## src/hw/rv_pkg.sv

```systemverilog
`default_nettype none

package rv_pkg;

  localparam int XLEN       = 32;
  localparam int REG_ADDR_W = 5;

  localparam logic [XLEN-1:0] RESET_VECTOR = 32'h8000_0000;

  // major opcodes of the kept instructions
  localparam logic [6:0] OPC_OP_IMM = 7'b001_0011;
  localparam logic [6:0] OPC_LUI    = 7'b011_0111;
  localparam logic [6:0] OPC_AUIPC  = 7'b001_0111;
  localparam logic [6:0] OPC_JAL    = 7'b110_1111;
  localparam logic [6:0] OPC_JALR   = 7'b110_0111;
  localparam logic [6:0] OPC_LOAD   = 7'b000_0011;
  localparam logic [6:0] OPC_STORE  = 7'b010_0011;

  // funct3 access widths, shared by loads and stores
  localparam logic [2:0] F3_B  = 3'b000;
  localparam logic [2:0] F3_H  = 3'b001;
  localparam logic [2:0] F3_W  = 3'b010;
  localparam logic [2:0] F3_BU = 3'b100;
  localparam logic [2:0] F3_HU = 3'b101;

  typedef struct packed {
    logic [11:0]           imm;
    logic [REG_ADDR_W-1:0] rs1;
    logic [2:0]            funct3;
    logic [REG_ADDR_W-1:0] rd;
    logic [6:0]            opcode;
  } i_fmt_t;

  typedef struct packed {
    logic [6:0]            imm_hi;
    logic [REG_ADDR_W-1:0] rs2;
    logic [REG_ADDR_W-1:0] rs1;
    logic [2:0]            funct3;
    logic [4:0]            imm_lo;
    logic [6:0]            opcode;
  } s_fmt_t;

  typedef struct packed {
    logic [19:0]           imm;
    logic [REG_ADDR_W-1:0] rd;
    logic [6:0]            opcode;
  } u_fmt_t;

  typedef struct packed {
    logic                  imm_20;
    logic [9:0]            imm_10_1;
    logic                  imm_11;
    logic [7:0]            imm_19_12;
    logic [REG_ADDR_W-1:0] rd;
    logic [6:0]            opcode;
  } j_fmt_t;

  // one instruction word, four views of the same bits
  typedef union packed {
    i_fmt_t i_fmt;
    s_fmt_t s_fmt;
    u_fmt_t u_fmt;
    j_fmt_t j_fmt;
  } rv_inst_u;

  typedef enum logic [2:0] {
    OP_ADDI,
    OP_LUI,
    OP_AUIPC,
    OP_JAL,
    OP_JALR,
    OP_LOAD,
    OP_STORE,
    OP_NOP
  } op_class_e;

  typedef struct packed {
    op_class_e             op;
    logic                  reg_write;
    logic [REG_ADDR_W-1:0] rd;
    logic [REG_ADDR_W-1:0] rs1;
    logic [REG_ADDR_W-1:0] rs2;
    logic [2:0]            funct3;
    logic [XLEN-1:0]       imm;
  } ctrl_t;

  typedef struct packed {
    logic            cyc;
    logic            stb;
    logic            we;
    logic [XLEN-1:0] adr;
    logic [XLEN-1:0] dat;
    logic [3:0]      sel;
  } wb_req_t;

  typedef struct packed {
    logic [XLEN-1:0] dat;
    logic            ack;
  } wb_rsp_t;

endpackage

`default_nettype wire

```

## src/hw/rv_core.sv

```systemverilog
`timescale 1ns/10ps
`default_nettype none

module rv_core (
  input  logic                    clk,
  input  logic                    rst_n,
  output rv_pkg::wb_req_t         wb_req,
  input  rv_pkg::wb_rsp_t         wb_rsp,
  output logic [rv_pkg::XLEN-1:0] pc
);
  import rv_pkg::*;

  rv_inst_u        inst;
  ctrl_t           ctrl;
  logic            rf_we;
  logic [XLEN-1:0] rs1_data;
  logic [XLEN-1:0] rs2_data;
  logic [XLEN-1:0] sum;
  logic [XLEN-1:0] link;
  logic [XLEN-1:0] next_pc;
  logic [XLEN-1:0] mem_adr;
  logic [XLEN-1:0] store_dat;
  logic [3:0]      store_sel;
  logic [XLEN-1:0] rd_data;

  rv_sequencer i_sequencer (
    .clk       (clk),
    .rst_n     (rst_n),
    .ctrl      (ctrl),
    .next_pc   (next_pc),
    .mem_adr   (mem_adr),
    .store_dat (store_dat),
    .store_sel (store_sel),
    .wb_rsp    (wb_rsp),
    .wb_req    (wb_req),
    .inst      (inst),
    .pc        (pc),
    .rf_we     (rf_we)
  );

  rv_decode i_decode (
    .inst (inst),
    .ctrl (ctrl)
  );

  rv_regfile i_regfile (
    .clk      (clk),
    .we       (rf_we),
    .waddr    (ctrl.rd),
    .wdata    (rd_data),
    .rs1_addr (ctrl.rs1),
    .rs2_addr (ctrl.rs2),
    .rs1_data (rs1_data),
    .rs2_data (rs2_data)
  );

  rv_execute i_execute (
    .ctrl     (ctrl),
    .pc       (pc),
    .rs1_data (rs1_data),
    .sum      (sum),
    .link     (link),
    .next_pc  (next_pc)
  );

  rv_result i_result (
    .ctrl      (ctrl),
    .sum       (sum),
    .link      (link),
    .rs2_data  (rs2_data),
    .load_word (wb_rsp.dat), // read data straight off the bus
    .mem_adr   (mem_adr),
    .store_dat (store_dat),
    .store_sel (store_sel),
    .rd_data   (rd_data)
  );

endmodule

`default_nettype wire

```

## src/hw/rv_decode.sv

```systemverilog
`timescale 1ns/10ps
`default_nettype none

module rv_decode (
  input  rv_pkg::rv_inst_u inst,
  output rv_pkg::ctrl_t    ctrl
);
  import rv_pkg::*;

  logic [6:0]      opcode;
  logic [2:0]      funct3;
  logic [XLEN-1:0] imm_i;
  logic [XLEN-1:0] imm_s;
  logic [XLEN-1:0] imm_u;
  logic [XLEN-1:0] imm_j;
  logic            load_ok;
  logic            store_ok;
  op_class_e       op;

  assign opcode = inst.i_fmt.opcode;
  assign funct3 = inst.i_fmt.funct3;

  // sign-extended immediates, one per format view
  assign imm_i = {{(XLEN-12){inst.i_fmt.imm[11]}}, inst.i_fmt.imm};
  assign imm_s = {{(XLEN-12){inst.s_fmt.imm_hi[6]}}, inst.s_fmt.imm_hi, inst.s_fmt.imm_lo};
  assign imm_u = {inst.u_fmt.imm, 12'h000};
  assign imm_j = {{(XLEN-21){inst.j_fmt.imm_20}}, inst.j_fmt.imm_20, inst.j_fmt.imm_19_12,
                  inst.j_fmt.imm_11, inst.j_fmt.imm_10_1, 1'b0};

  assign load_ok  = funct3 inside {F3_B, F3_H, F3_W, F3_BU, F3_HU};
  assign store_ok = funct3 inside {F3_B, F3_H, F3_W};

  always_comb begin
    case (opcode)
      OPC_OP_IMM: op = (funct3 == 3'b000) ? OP_ADDI : OP_NOP; // only addi
      OPC_LUI:    op = OP_LUI;
      OPC_AUIPC:  op = OP_AUIPC;
      OPC_JAL:    op = OP_JAL;
      OPC_JALR:   op = (funct3 == 3'b000) ? OP_JALR : OP_NOP;
      OPC_LOAD:   op = load_ok ? OP_LOAD : OP_NOP;
      OPC_STORE:  op = store_ok ? OP_STORE : OP_NOP;
      default:    op = OP_NOP;
    endcase
  end

  always_comb begin
    ctrl.op        = op;
    ctrl.rd        = inst.i_fmt.rd;
    ctrl.rs1       = inst.i_fmt.rs1;
    ctrl.rs2       = inst.s_fmt.rs2;
    ctrl.funct3    = funct3;
    // x0 writes are dropped here
    ctrl.reg_write = (op inside {OP_ADDI, OP_LUI, OP_AUIPC, OP_JAL, OP_JALR, OP_LOAD})
                     && (inst.i_fmt.rd != '0);
    case (op)
      OP_LUI,
      OP_AUIPC: ctrl.imm = imm_u;
      OP_JAL:   ctrl.imm = imm_j;
      OP_STORE: ctrl.imm = imm_s;
      default:  ctrl.imm = imm_i;
    endcase
  end

endmodule

`default_nettype wire

```

## src/hw/rv_execute.sv

```systemverilog
`timescale 1ns/10ps
`default_nettype none

module rv_execute (
  input  rv_pkg::ctrl_t           ctrl,
  input  logic [rv_pkg::XLEN-1:0] pc,
  input  logic [rv_pkg::XLEN-1:0] rs1_data,
  output logic [rv_pkg::XLEN-1:0] sum,
  output logic [rv_pkg::XLEN-1:0] link,
  output logic [rv_pkg::XLEN-1:0] next_pc
);
  import rv_pkg::*;

  logic [XLEN-1:0] operand;

  always_comb begin
    case (ctrl.op)
      OP_AUIPC,
      OP_JAL:  operand = pc;
      OP_LUI:  operand = '0;      // imm passes through the adder
      default: operand = rs1_data;
    endcase
  end

  // the single adder serves every class
  assign sum  = operand + ctrl.imm;
  assign link = pc + XLEN'(4);

  always_comb begin
    case (ctrl.op)
      OP_JAL:  next_pc = sum;
      OP_JALR: next_pc = {sum[XLEN-1:1], 1'b0};
      default: next_pc = link;    // includes unsupported words
    endcase
  end

endmodule

`default_nettype wire

```

## src/hw/rv_regfile.sv

```systemverilog
`timescale 1ns/10ps
`default_nettype none

module rv_regfile (
  input  logic                          clk,
  input  logic                          we,
  input  logic [rv_pkg::REG_ADDR_W-1:0] waddr,
  input  logic [rv_pkg::XLEN-1:0]       wdata,
  input  logic [rv_pkg::REG_ADDR_W-1:0] rs1_addr,
  input  logic [rv_pkg::REG_ADDR_W-1:0] rs2_addr,
  output logic [rv_pkg::XLEN-1:0]       rs1_data,
  output logic [rv_pkg::XLEN-1:0]       rs2_data
);
  import rv_pkg::*;

  // no storage behind x0
  logic [XLEN-1:0] regs [1:(1 << REG_ADDR_W)-1];

  always_ff @(posedge clk) begin
    if (we && (waddr != '0)) begin
      regs[waddr] <= wdata;
    end
  end

  assign rs1_data = (rs1_addr == '0) ? '0 : regs[rs1_addr];
  assign rs2_data = (rs2_addr == '0) ? '0 : regs[rs2_addr];

endmodule

`default_nettype wire

```

## src/hw/rv_result.sv

```systemverilog
`timescale 1ns/10ps
`default_nettype none

module rv_result (
  input  rv_pkg::ctrl_t           ctrl,
  input  logic [rv_pkg::XLEN-1:0] sum,
  input  logic [rv_pkg::XLEN-1:0] link,
  input  logic [rv_pkg::XLEN-1:0] rs2_data,
  input  logic [rv_pkg::XLEN-1:0] load_word,
  output logic [rv_pkg::XLEN-1:0] mem_adr,
  output logic [rv_pkg::XLEN-1:0] store_dat,
  output logic [3:0]              store_sel,
  output logic [rv_pkg::XLEN-1:0] rd_data
);
  import rv_pkg::*;

  logic [7:0]      load_byte;
  logic [15:0]     load_half;
  logic [XLEN-1:0] load_ext;

  assign mem_adr = {sum[XLEN-1:2], 2'b00}; // word aligned on the bus

  // store lanes, data repeated so any offset finds it
  always_comb begin
    case (ctrl.funct3)
      F3_B: begin
        store_dat = {4{rs2_data[7:0]}};
        store_sel = 4'b0001 << sum[1:0];
      end
      F3_H: begin
        store_dat = {2{rs2_data[15:0]}};
        store_sel = sum[1] ? 4'b1100 : 4'b0011;
      end
      default: begin
        store_dat = rs2_data;
        store_sel = 4'b1111;
      end
    endcase
  end

  always_comb begin
    case (sum[1:0])
      2'd0:    load_byte = load_word[7:0];
      2'd1:    load_byte = load_word[15:8];
      2'd2:    load_byte = load_word[23:16];
      default: load_byte = load_word[31:24];
    endcase
  end

  assign load_half = sum[1] ? load_word[31:16] : load_word[15:0];

  always_comb begin
    case (ctrl.funct3)
      F3_B:    load_ext = {{(XLEN-8){load_byte[7]}}, load_byte};
      F3_H:    load_ext = {{(XLEN-16){load_half[15]}}, load_half};
      F3_BU:   load_ext = {{(XLEN-8){1'b0}}, load_byte};
      F3_HU:   load_ext = {{(XLEN-16){1'b0}}, load_half};
      default: load_ext = load_word; // lw
    endcase
  end

  // writeback source
  always_comb begin
    case (ctrl.op)
      OP_LOAD:  rd_data = load_ext;
      OP_JAL,
      OP_JALR:  rd_data = link;
      default:  rd_data = sum;
    endcase
  end

endmodule

`default_nettype wire

```

## src/hw/rv_sequencer.sv

```systemverilog
`timescale 1ns/10ps
`default_nettype none

module rv_sequencer (
  input  logic                    clk,
  input  logic                    rst_n,
  input  rv_pkg::ctrl_t           ctrl,
  input  logic [rv_pkg::XLEN-1:0] next_pc,
  input  logic [rv_pkg::XLEN-1:0] mem_adr,
  input  logic [rv_pkg::XLEN-1:0] store_dat,
  input  logic [3:0]              store_sel,
  input  rv_pkg::wb_rsp_t         wb_rsp,
  output rv_pkg::wb_req_t         wb_req,
  output rv_pkg::rv_inst_u        inst,
  output logic [rv_pkg::XLEN-1:0] pc,
  output logic                    rf_we
);
  import rv_pkg::*;

  typedef enum logic [1:0] {
    S_FETCH,
    S_EXEC,
    S_MEM
  } state_e;

  state_e          state;
  logic            cyc;   // stb follows cyc on this master
  logic            we;
  logic [XLEN-1:0] adr;
  logic [XLEN-1:0] dat;
  logic [3:0]      sel;
  logic            mem_op;
  logic            fetch_done;
  logic            start_fetch;
  logic            start_data;
  logic            commit;

  assign mem_op      = (ctrl.op == OP_LOAD) || (ctrl.op == OP_STORE);
  assign fetch_done  = (state == S_FETCH) && cyc && wb_rsp.ack;
  assign start_data  = (state == S_EXEC) && mem_op;
  // idle fetch slot, or straight out of a non-memory EXEC
  assign start_fetch = ((state == S_FETCH) && !cyc) || ((state == S_EXEC) && !mem_op);
  assign commit      = ((state == S_EXEC) && !mem_op) || ((state == S_MEM) && wb_rsp.ack);
  assign rf_we       = commit && ctrl.reg_write;

  always_ff @(posedge clk or negedge rst_n) begin
    if (!rst_n) begin
      state <= S_FETCH;
      pc    <= RESET_VECTOR;
      cyc   <= 1'b0;
      we    <= 1'b0;
    end else begin
      case (state)
        S_FETCH: begin
          if (!cyc) begin
            cyc <= 1'b1;
            we  <= 1'b0;
          end else if (wb_rsp.ack) begin
            cyc   <= 1'b0;
            state <= S_EXEC;
          end
        end
        S_EXEC: begin
          cyc <= 1'b1;                      // data request or next fetch
          we  <= (ctrl.op == OP_STORE);
          if (mem_op) begin
            state <= S_MEM;
          end else begin
            pc    <= next_pc;
            state <= S_FETCH;
          end
        end
        S_MEM: begin
          if (wb_rsp.ack) begin
            cyc   <= 1'b0;
            we    <= 1'b0;
            pc    <= next_pc;
            state <= S_FETCH;
          end
        end
        default: state <= S_FETCH;
      endcase
    end
  end

  // request payload and instruction word
  always_ff @(posedge clk) begin
    if (start_fetch) begin
      adr <= (state == S_EXEC) ? next_pc : pc;
      dat <= '0;
      sel <= 4'b1111;                      // whole word on fetch
    end else if (start_data) begin
      adr <= mem_adr;
      dat <= store_dat;
      sel <= store_sel;
    end
    if (fetch_done) begin
      inst <= wb_rsp.dat;
    end
  end

  assign wb_req = '{cyc: cyc, stb: cyc, we: we, adr: adr, dat: dat, sel: sel};

endmodule

`default_nettype wire

```

## config.mk

```make
export PLATFORM = sky130hd
export DESIGN_NAME = rv_core
export DESIGN_NICKNAME = d
export VERILOG_FILES = /design/src/hw/rv_pkg.sv /design/src/hw/rv_core.sv /design/src/hw/rv_decode.sv /design/src/hw/rv_execute.sv /design/src/hw/rv_regfile.sv /design/src/hw/rv_result.sv /design/src/hw/rv_sequencer.sv
export SDC_FILE = /design/constraint.sdc
export NUM_CORES = 2
export LEC_CHECK = 0
export BUFFER_PORTS_ARGS = -buffer_cell sky130_fd_sc_hd__buf_2
export CELL_PAD_IN_SITES_DETAIL_PLACEMENT = 1
export CELL_PAD_IN_SITES_GLOBAL_PLACEMENT = 1
export CORE_ASPECT_RATIO = 1.25
export CORE_MARGIN = 5
export CORE_UTILIZATION = 51
export CTS_BUF_LIST = sky130_fd_sc_hd__clkbuf_4 sky130_fd_sc_hd__clkbuf_8
export DETAILED_ROUTE_END_ITERATION = 8
export PLACE_DENSITY_LB_ADDON = 0.1
export RECOVER_POWER = 25
export SLEW_MARGIN = 20
export SYNTH_ARGS = -nofsm -noshare
export SYNTH_HDL_FRONTEND = slang
export SYNTH_SLANG_ARGS = --single-unit
```

## constraint.sdc

```tcl
create_clock -name clk -period 7.8 [get_ports clk]
set_input_delay 1.56 -clock clk [delete_from_list [all_inputs] [get_ports clk]]
set_output_delay 1.56 -clock clk [all_outputs]
set_load 0.03 [all_outputs]
```

[Word level (Yosys, flattened, before mapping)]
Memories as Yosys holds them, arrays and structs flattened. A register that Yosys moved wholly into a read port is not among the register bits.
Index checks and enable logic that the tools add are counted.
Cells by class
  add/sub/neg operators: 2
  equal/unequal tests: 26
  shifts and indexed selects: 1
  multiplexer cells: 38
  reductions and logical operators: 34
Operators by type and width (number)
  $pmux W32 S2: 5
  $mux W32: 7
  $pmux W32 S4: 1
  $pmux W31 S3: 1
  $add A32 B3 Y32 const B: 1
  $add A32 B32 Y32: 1
  $pmux W8 S3: 1
  $pmux W3 S7: 1
  $mux W16: 1
  $eq A3 B3 Y1 const B: 5
  $eq A7 B5 Y1 const B: 2
  $eq A7 B6 Y1 const B: 2
  $eq A7 B7 Y1 const B: 2
  $mux W2: 6
  $logic_not A5 Y1: 2
  $mux W5: 2
  $reduce_bool A5 Y1: 2
  $eq A3 B2 Y1 const B: 3
  $logic_and A1 B1 Y1: 9
  $reduce_and A3 Y1: 3
  $ne A2 B2 Y1 const B: 4
  $pmux W4 S2: 1
  $eq A7 B2 Y1 const B: 1
  $mux W1: 7
  other kinds (18): 31
Word-level totals
  register bits: 136
  RAM bits: 992
  input bits: 35
  output and inout bits: 103
  logic and storage cells: 110
  memories: 1
Memory list
  i_regfile.regs: words 31, bits a word 32, read ports 2, clocked after Yosys merged registers in 2, wr ports 1, line rv_regfile.sv:17  | logic [XLEN-1:0] regs [1:(1 << REG_ADDR_W)-1];

[Logic depth before layout (Yosys ltp)]
  word-level depth: 13
  gate-level depth with buffers: 23
  depth with buffers taken out: 20

[Modules after synthesis]
A second synthesis with hierarchy kept.
Unflattened totals
  cells, all modules: 3961
  area, all modules: 58451.1 um2
By module, submodules not included
  rv_regfile: instances 1, cells an instance 2593, area each 46489.6 um2, seq. area each 29788.6 um2
  rv_sequencer: instances 1, cells an instance 405, area each 5616.6 um2, seq. area each 3544.6 um2
  rv_execute: instances 1, cells an instance 455, area each 2989.1 um2, seq. area each 0.0 um2
  rv_result: instances 1, cells an instance 393, area each 2570.0 um2, seq. area each 0.0 um2
  rv_decode: instances 1, cells an instance 115, area each 785.8 um2, seq. area each 0.0 um2

[Least setup slack after synthesis]
No wires, ideal clock.
  path type: reg-to-reg
  start: register (tool-made name)
  end: memory i_regfile.regs[10][31] (data pin)
  setup time: 603 ps
  arrival: 6762 ps
  required time: 7197 ps
  setup slack: 435 ps
  stages on the path, launching flop included: 18
  path buffers: 3
  period minus slack after synthesis: 7365 ps
  path through: dfxtp_1 > buf_2 > clkbuf_1 > clkbuf_1 > mux4_2 > mux4_2 > mux2i_1 > o21ai_0 > ha_1 > a21o_1 > a31oi_1 > a31o_2 > a211o_1 > a21oi_1 > o311ai_0 > a21oi_1 > o31a_1 > o311ai_0
RTL lines (line)
  to (decl): rv_regfile.sv:17

[Final worst setup path]
  start: register i_sequencer.state[1]
  end: memory i_regfile.regs[6][30], enable pin
On the way
  longest elaborated chain between the ends: 7
  elaborated cells between the ends (all ways): 9
  those cells by class: eq/ne: 2; mux: 2; reduce/logical: 5
RTL lines
  from (decl): line rv_sequencer.sv:26  | state_e state;
  from (signal assigned): line rv_sequencer.sv:48  | state <= S_FETCH;
  from (signal assigned): line rv_sequencer.sv:60  | state <= S_EXEC;
  from (signal assigned): line rv_sequencer.sv:67  | state <= S_MEM;
  $eq A2 B1 Y1 or $eq A2 B2 Y1 (tied branches): line rv_sequencer.sv:43  | assign commit = ((state == S_EXEC) && !mem_op) || ((state == S_MEM) && wb_rsp.ack);
  $logic_and A1 B1 Y1: line rv_sequencer.sv:43
  $logic_or A1 B1 Y1 *: line rv_sequencer.sv:43
  $logic_and A1 B1 Y1 *: line rv_sequencer.sv:44  | assign rf_we = commit && ctrl.reg_write;
  $logic_and A1 B1 Y1 *: line rv_regfile.sv:20  | if (we && (waddr != '0)) begin
  $mux W1 *: line rv_regfile.sv:20
  $mux W1 (implied by the code) *: line rv_regfile.sv:21  | regs[waddr] <= wdata;
Every way passes the cells marked *; elsewhere a longest branch is shown, timed or not.

==> impl_metrics.ini <==
[outcome]
status = finished, violations left
violations = max-capacitance violations, max-slew violations

[timing]
fmax_mhz = 141
finalHoldViolations = 0
final_max_slew_viol_count = 515
rsz0062_at_grt = false
clock_skew_ps = 35.9
slew_headroom = -0.877
worst_pin_slew_ps = 2820
fin_crit_sh = 0.912
period_needed_ps = 7120
finalSetupViolations = 0
fin_tns_setup_ps = 0

[route]
drc = 0
wl_per_cell_um = 37.6
highest_layer = met5
wl_met3_um = 18400
drt_wl_total_um = 193000
routed-via-count = 35800
drtIter0Drc = 4545
viasPerCell = 6.97
antenna_left = 0
wl_met1_um = 71500
drtPass1Iterations = 5
wl_met2_um = 93800

[die]
ios = 138
start_util = 0.511
core_sq_um = 110000
dieHeight_um = 381
die_w_um = 306
row_count = 136
dieArea_sq_um = 117000

[hold_path]
hp-class = reg -> reg
worstHoldEndpoint = i_sequencer.sel[0]$_SDFFE_PN1P_
hold_start = i_sequencer.sel[0]$_SDFFE_PN1P_
hold_depth = 2

[layout]
nFillCells = 9993
stdcell_area_sq_um = 62500
drive_gt1_frac = 0.286
area_growth_pct = 11.6
multi_input_area_sq_um = 21700
nets = 3603
ff_latch_area_sq_um = 33600

[logic_synthesis]
synth-edff-count = 1056
syn_area_sq_um = 56000
yosys-top-cells-count = edfxtp_1 (1056), mux4_2 (574), nor2_1 (220)
synth_top_area_cell = edfxtp_1
synth_seq_area_share = 0.599
yosys_warnings = 0
synth.area.top_cells = edfxtp_1 (57%), mux4_2 (23%), mux2i_1 (2.6%)
syn_nets = 3422
async_flop_share = 0.0316
synth_seq_cells = 1138
yosysUniqueCellTypes = 77
synth_most_common_cell = edfxtp_1
synth.avg_cell_area_sq_um = 16.7
netlist.area_leader.share = 0.566
synth_top_flop_cell = edfxtp_1
netlist_instances = 3350

[critical_path]
slowest_stage = clkbuf_1
critPathBufInv = 3
worst_setup_path_start_kind = flip-flop
worst_setup_path_end_kind = flip-flop
path_cells = inv_1, ha_1, clkbuf_1, o31ai_1, a22o_1, or3_1, nor3_1, clkbuf_1
crit_type = reg -> reg
r2r_cells = 8
r2r-end = i_regfile.regs[6][30]$_DFFE_PP_
r2r_setup_slack_ps = 680
crit_family = buffers and inverters
rr_startpoint = i_sequencer.state[1]$_DFFE_PN0P_
required_ps = 8240
path_max_fanout = 51
slowest_delay_ps = 1990
crit_top_cell = clkbuf_1
cp_data_arrival_time_ps = 7560

[clock_network]
ctsHoldBuffers = 0
clkTransAtPathRegs_ps = 60
post_cts_buffers = 0
cts_buffers = 181
h-tree-depth = 4
cts_repair_resize_count = 0
clockBufferDepth = 3
ctsRootBufferMaster = clkbuf_8
cts.sinks = 1138
clk_latency_ps = 910
cts_tree = done

[power]
ir_drop_uv = 340
power.total_mw = 29.6
leakagePower_nw = 20.3
p_per_area_nw_per_um2 = 474

[run]
maxCapViolations = 20

[placed_design]
io_buffers = 137
gp_congestion = 0.964
place_area_sq_um = 58900
dp_hpwl_um = 120000

[global_routing]
grt_overflow = 0
grt_max_degree = 124
antenna_found_initial = 11
grt_pass1_vias = 37500
grt_pass1_wl_um = 276000
gr-usage-all-layers = 0.330
==> where the power goes <==
part	internal (mW)	leakage, nW	switching, mW
Clock	2.91	1.96	2.48
Sequential	10.4	10.3	0.615
Combinational	4.14	7.99	9.07
==> cell type report <==
class | instances | area share
Clock inverter | 95 | 0.0130
Multi-Input combinational cell | 1923 | 0.346
Timing Repair Buffer | 260 | 0.0254
Clock buffer | 237 | 0.0472
Tap cell | 1449 | 0.0290
Antenna cell | 7 | 0.000280
Inverter | 27 | 0.00162
Sequential cell | 1138 | 0.537
==> routing by layer <==
layer,track usage,vias up
met3,0.0645,428
met1,0.444,19000
met5,0,-
li1,-,14300
met4,0.144,4
met2,0.533,2150
==> worst register-to-register path: stages, from the launching register on <==
cell	delay [ps]
dfrtp_1	410
inv_1	100
ha_1	140
clkbuf_1	1900
o31ai_1	750
a22o_1	470
or3_1	510
nor3_1	370
clkbuf_1	1990
==> kinds of logic (layout without fill, tap and decap cells) <==
group | after synthesis | in the layout | synth area share
and+or+nand+nor | 541 | 541 | 0.0434
AOI/OAI and AO/OA | 566 | 566 | 0.0628
muxes | 724 | 724 | 0.258
other | 0 | 7 | 0
buffers and inverters | 289 | 619 | 0.0205
DFF | 1138 | 1138 | 0.599
xor gates and xnor gates | 55 | 55 | 0.00860
adders and majority gates | 37 | 37 | 0.00840
==> registers in the layout, summed over array words and instances (netlist names), named ones only <==
name,cells
i_sequencer.adr,32
i_sequencer.inst,32
i_sequencer.dat,32
i_sequencer.sel,4
i_sequencer.pc,32
i_sequencer.state,2
i_sequencer.we,1
i_sequencer.cyc,1
i_regfile.regs,992
==> layout by cell type (no fill, tap or decap), types with 11 or more instances in the layout <==
cell type	instances
buf_4	94
clkbuf_1	146
nand3_1	38
ha_1	36
clkinv_2	22
xnor2_1	34
a211oi_1	23
clkbuf_8	187
nand4_1	11
nor2b_1	21
o21ai_0	136
xor2_1	21
clkbuf_4	50
a22oi_1	17
nand2b_1	16
a21oi_1	187
edfxtp_1	1056
o221ai_2	12
mux4_2	574
buf_12	11
a21o_1	48
nor3_1	25
a31oi_1	12
nand2_1	155
o22ai_1	28
bufinv_16	13
inv_1	27
dfrtp_1	35
nor2_1	203
dfxtp_1	36
clkinv_1	46
nor2_4	13
mux2i_1	142
==> how the worst max path moves through the flow <==
stage | start | end | depth (start not counted)
4_1_cts | flip-flop | i_regfile.regs[18][27]$_DFFE_PP_ | 14
3_3_place_gp | i_sequencer.inst[12]$_DFFE_PP_ | i_regfile.regs[10][27]$_DFFE_PP_ | 16
5_1_grt | i_sequencer.state[1]$_DFFE_PN0P_ | i_regfile.regs[6][3]$_DFFE_PP_ | 8
6_report | i_sequencer.state[1]$_DFFE_PN0P_ | i_regfile.regs[6][30]$_DFFE_PP_ | 8
3_5_place_dp | flip-flop | i_regfile.regs[3][27]$_DFFE_PP_ | 14
2_1_floorplan | flip-flop | i_regfile.regs[10][31]$_DFFE_PP_ | 17
==> stage by stage <==
| stage | hold WS (ps) | util | std cells | worst slack (ps) |
|---|---|---|---|---|
| global route | 533 | 0.570 | 5130 | 579 |
| CTS | 487 | 0.572 | 5126 | 1120 |
| global placement | 459 | 0.537 | 4793 | 1180 |
| finish | 494 | 0.570 | 5136 | 684 |
| floorplan | 458 | - | 3350 | 435 |
| detailed placement | 476 | 0.538 | 4794 | 1140 |
Note: power is estimated with default switching activity, not from simulation.
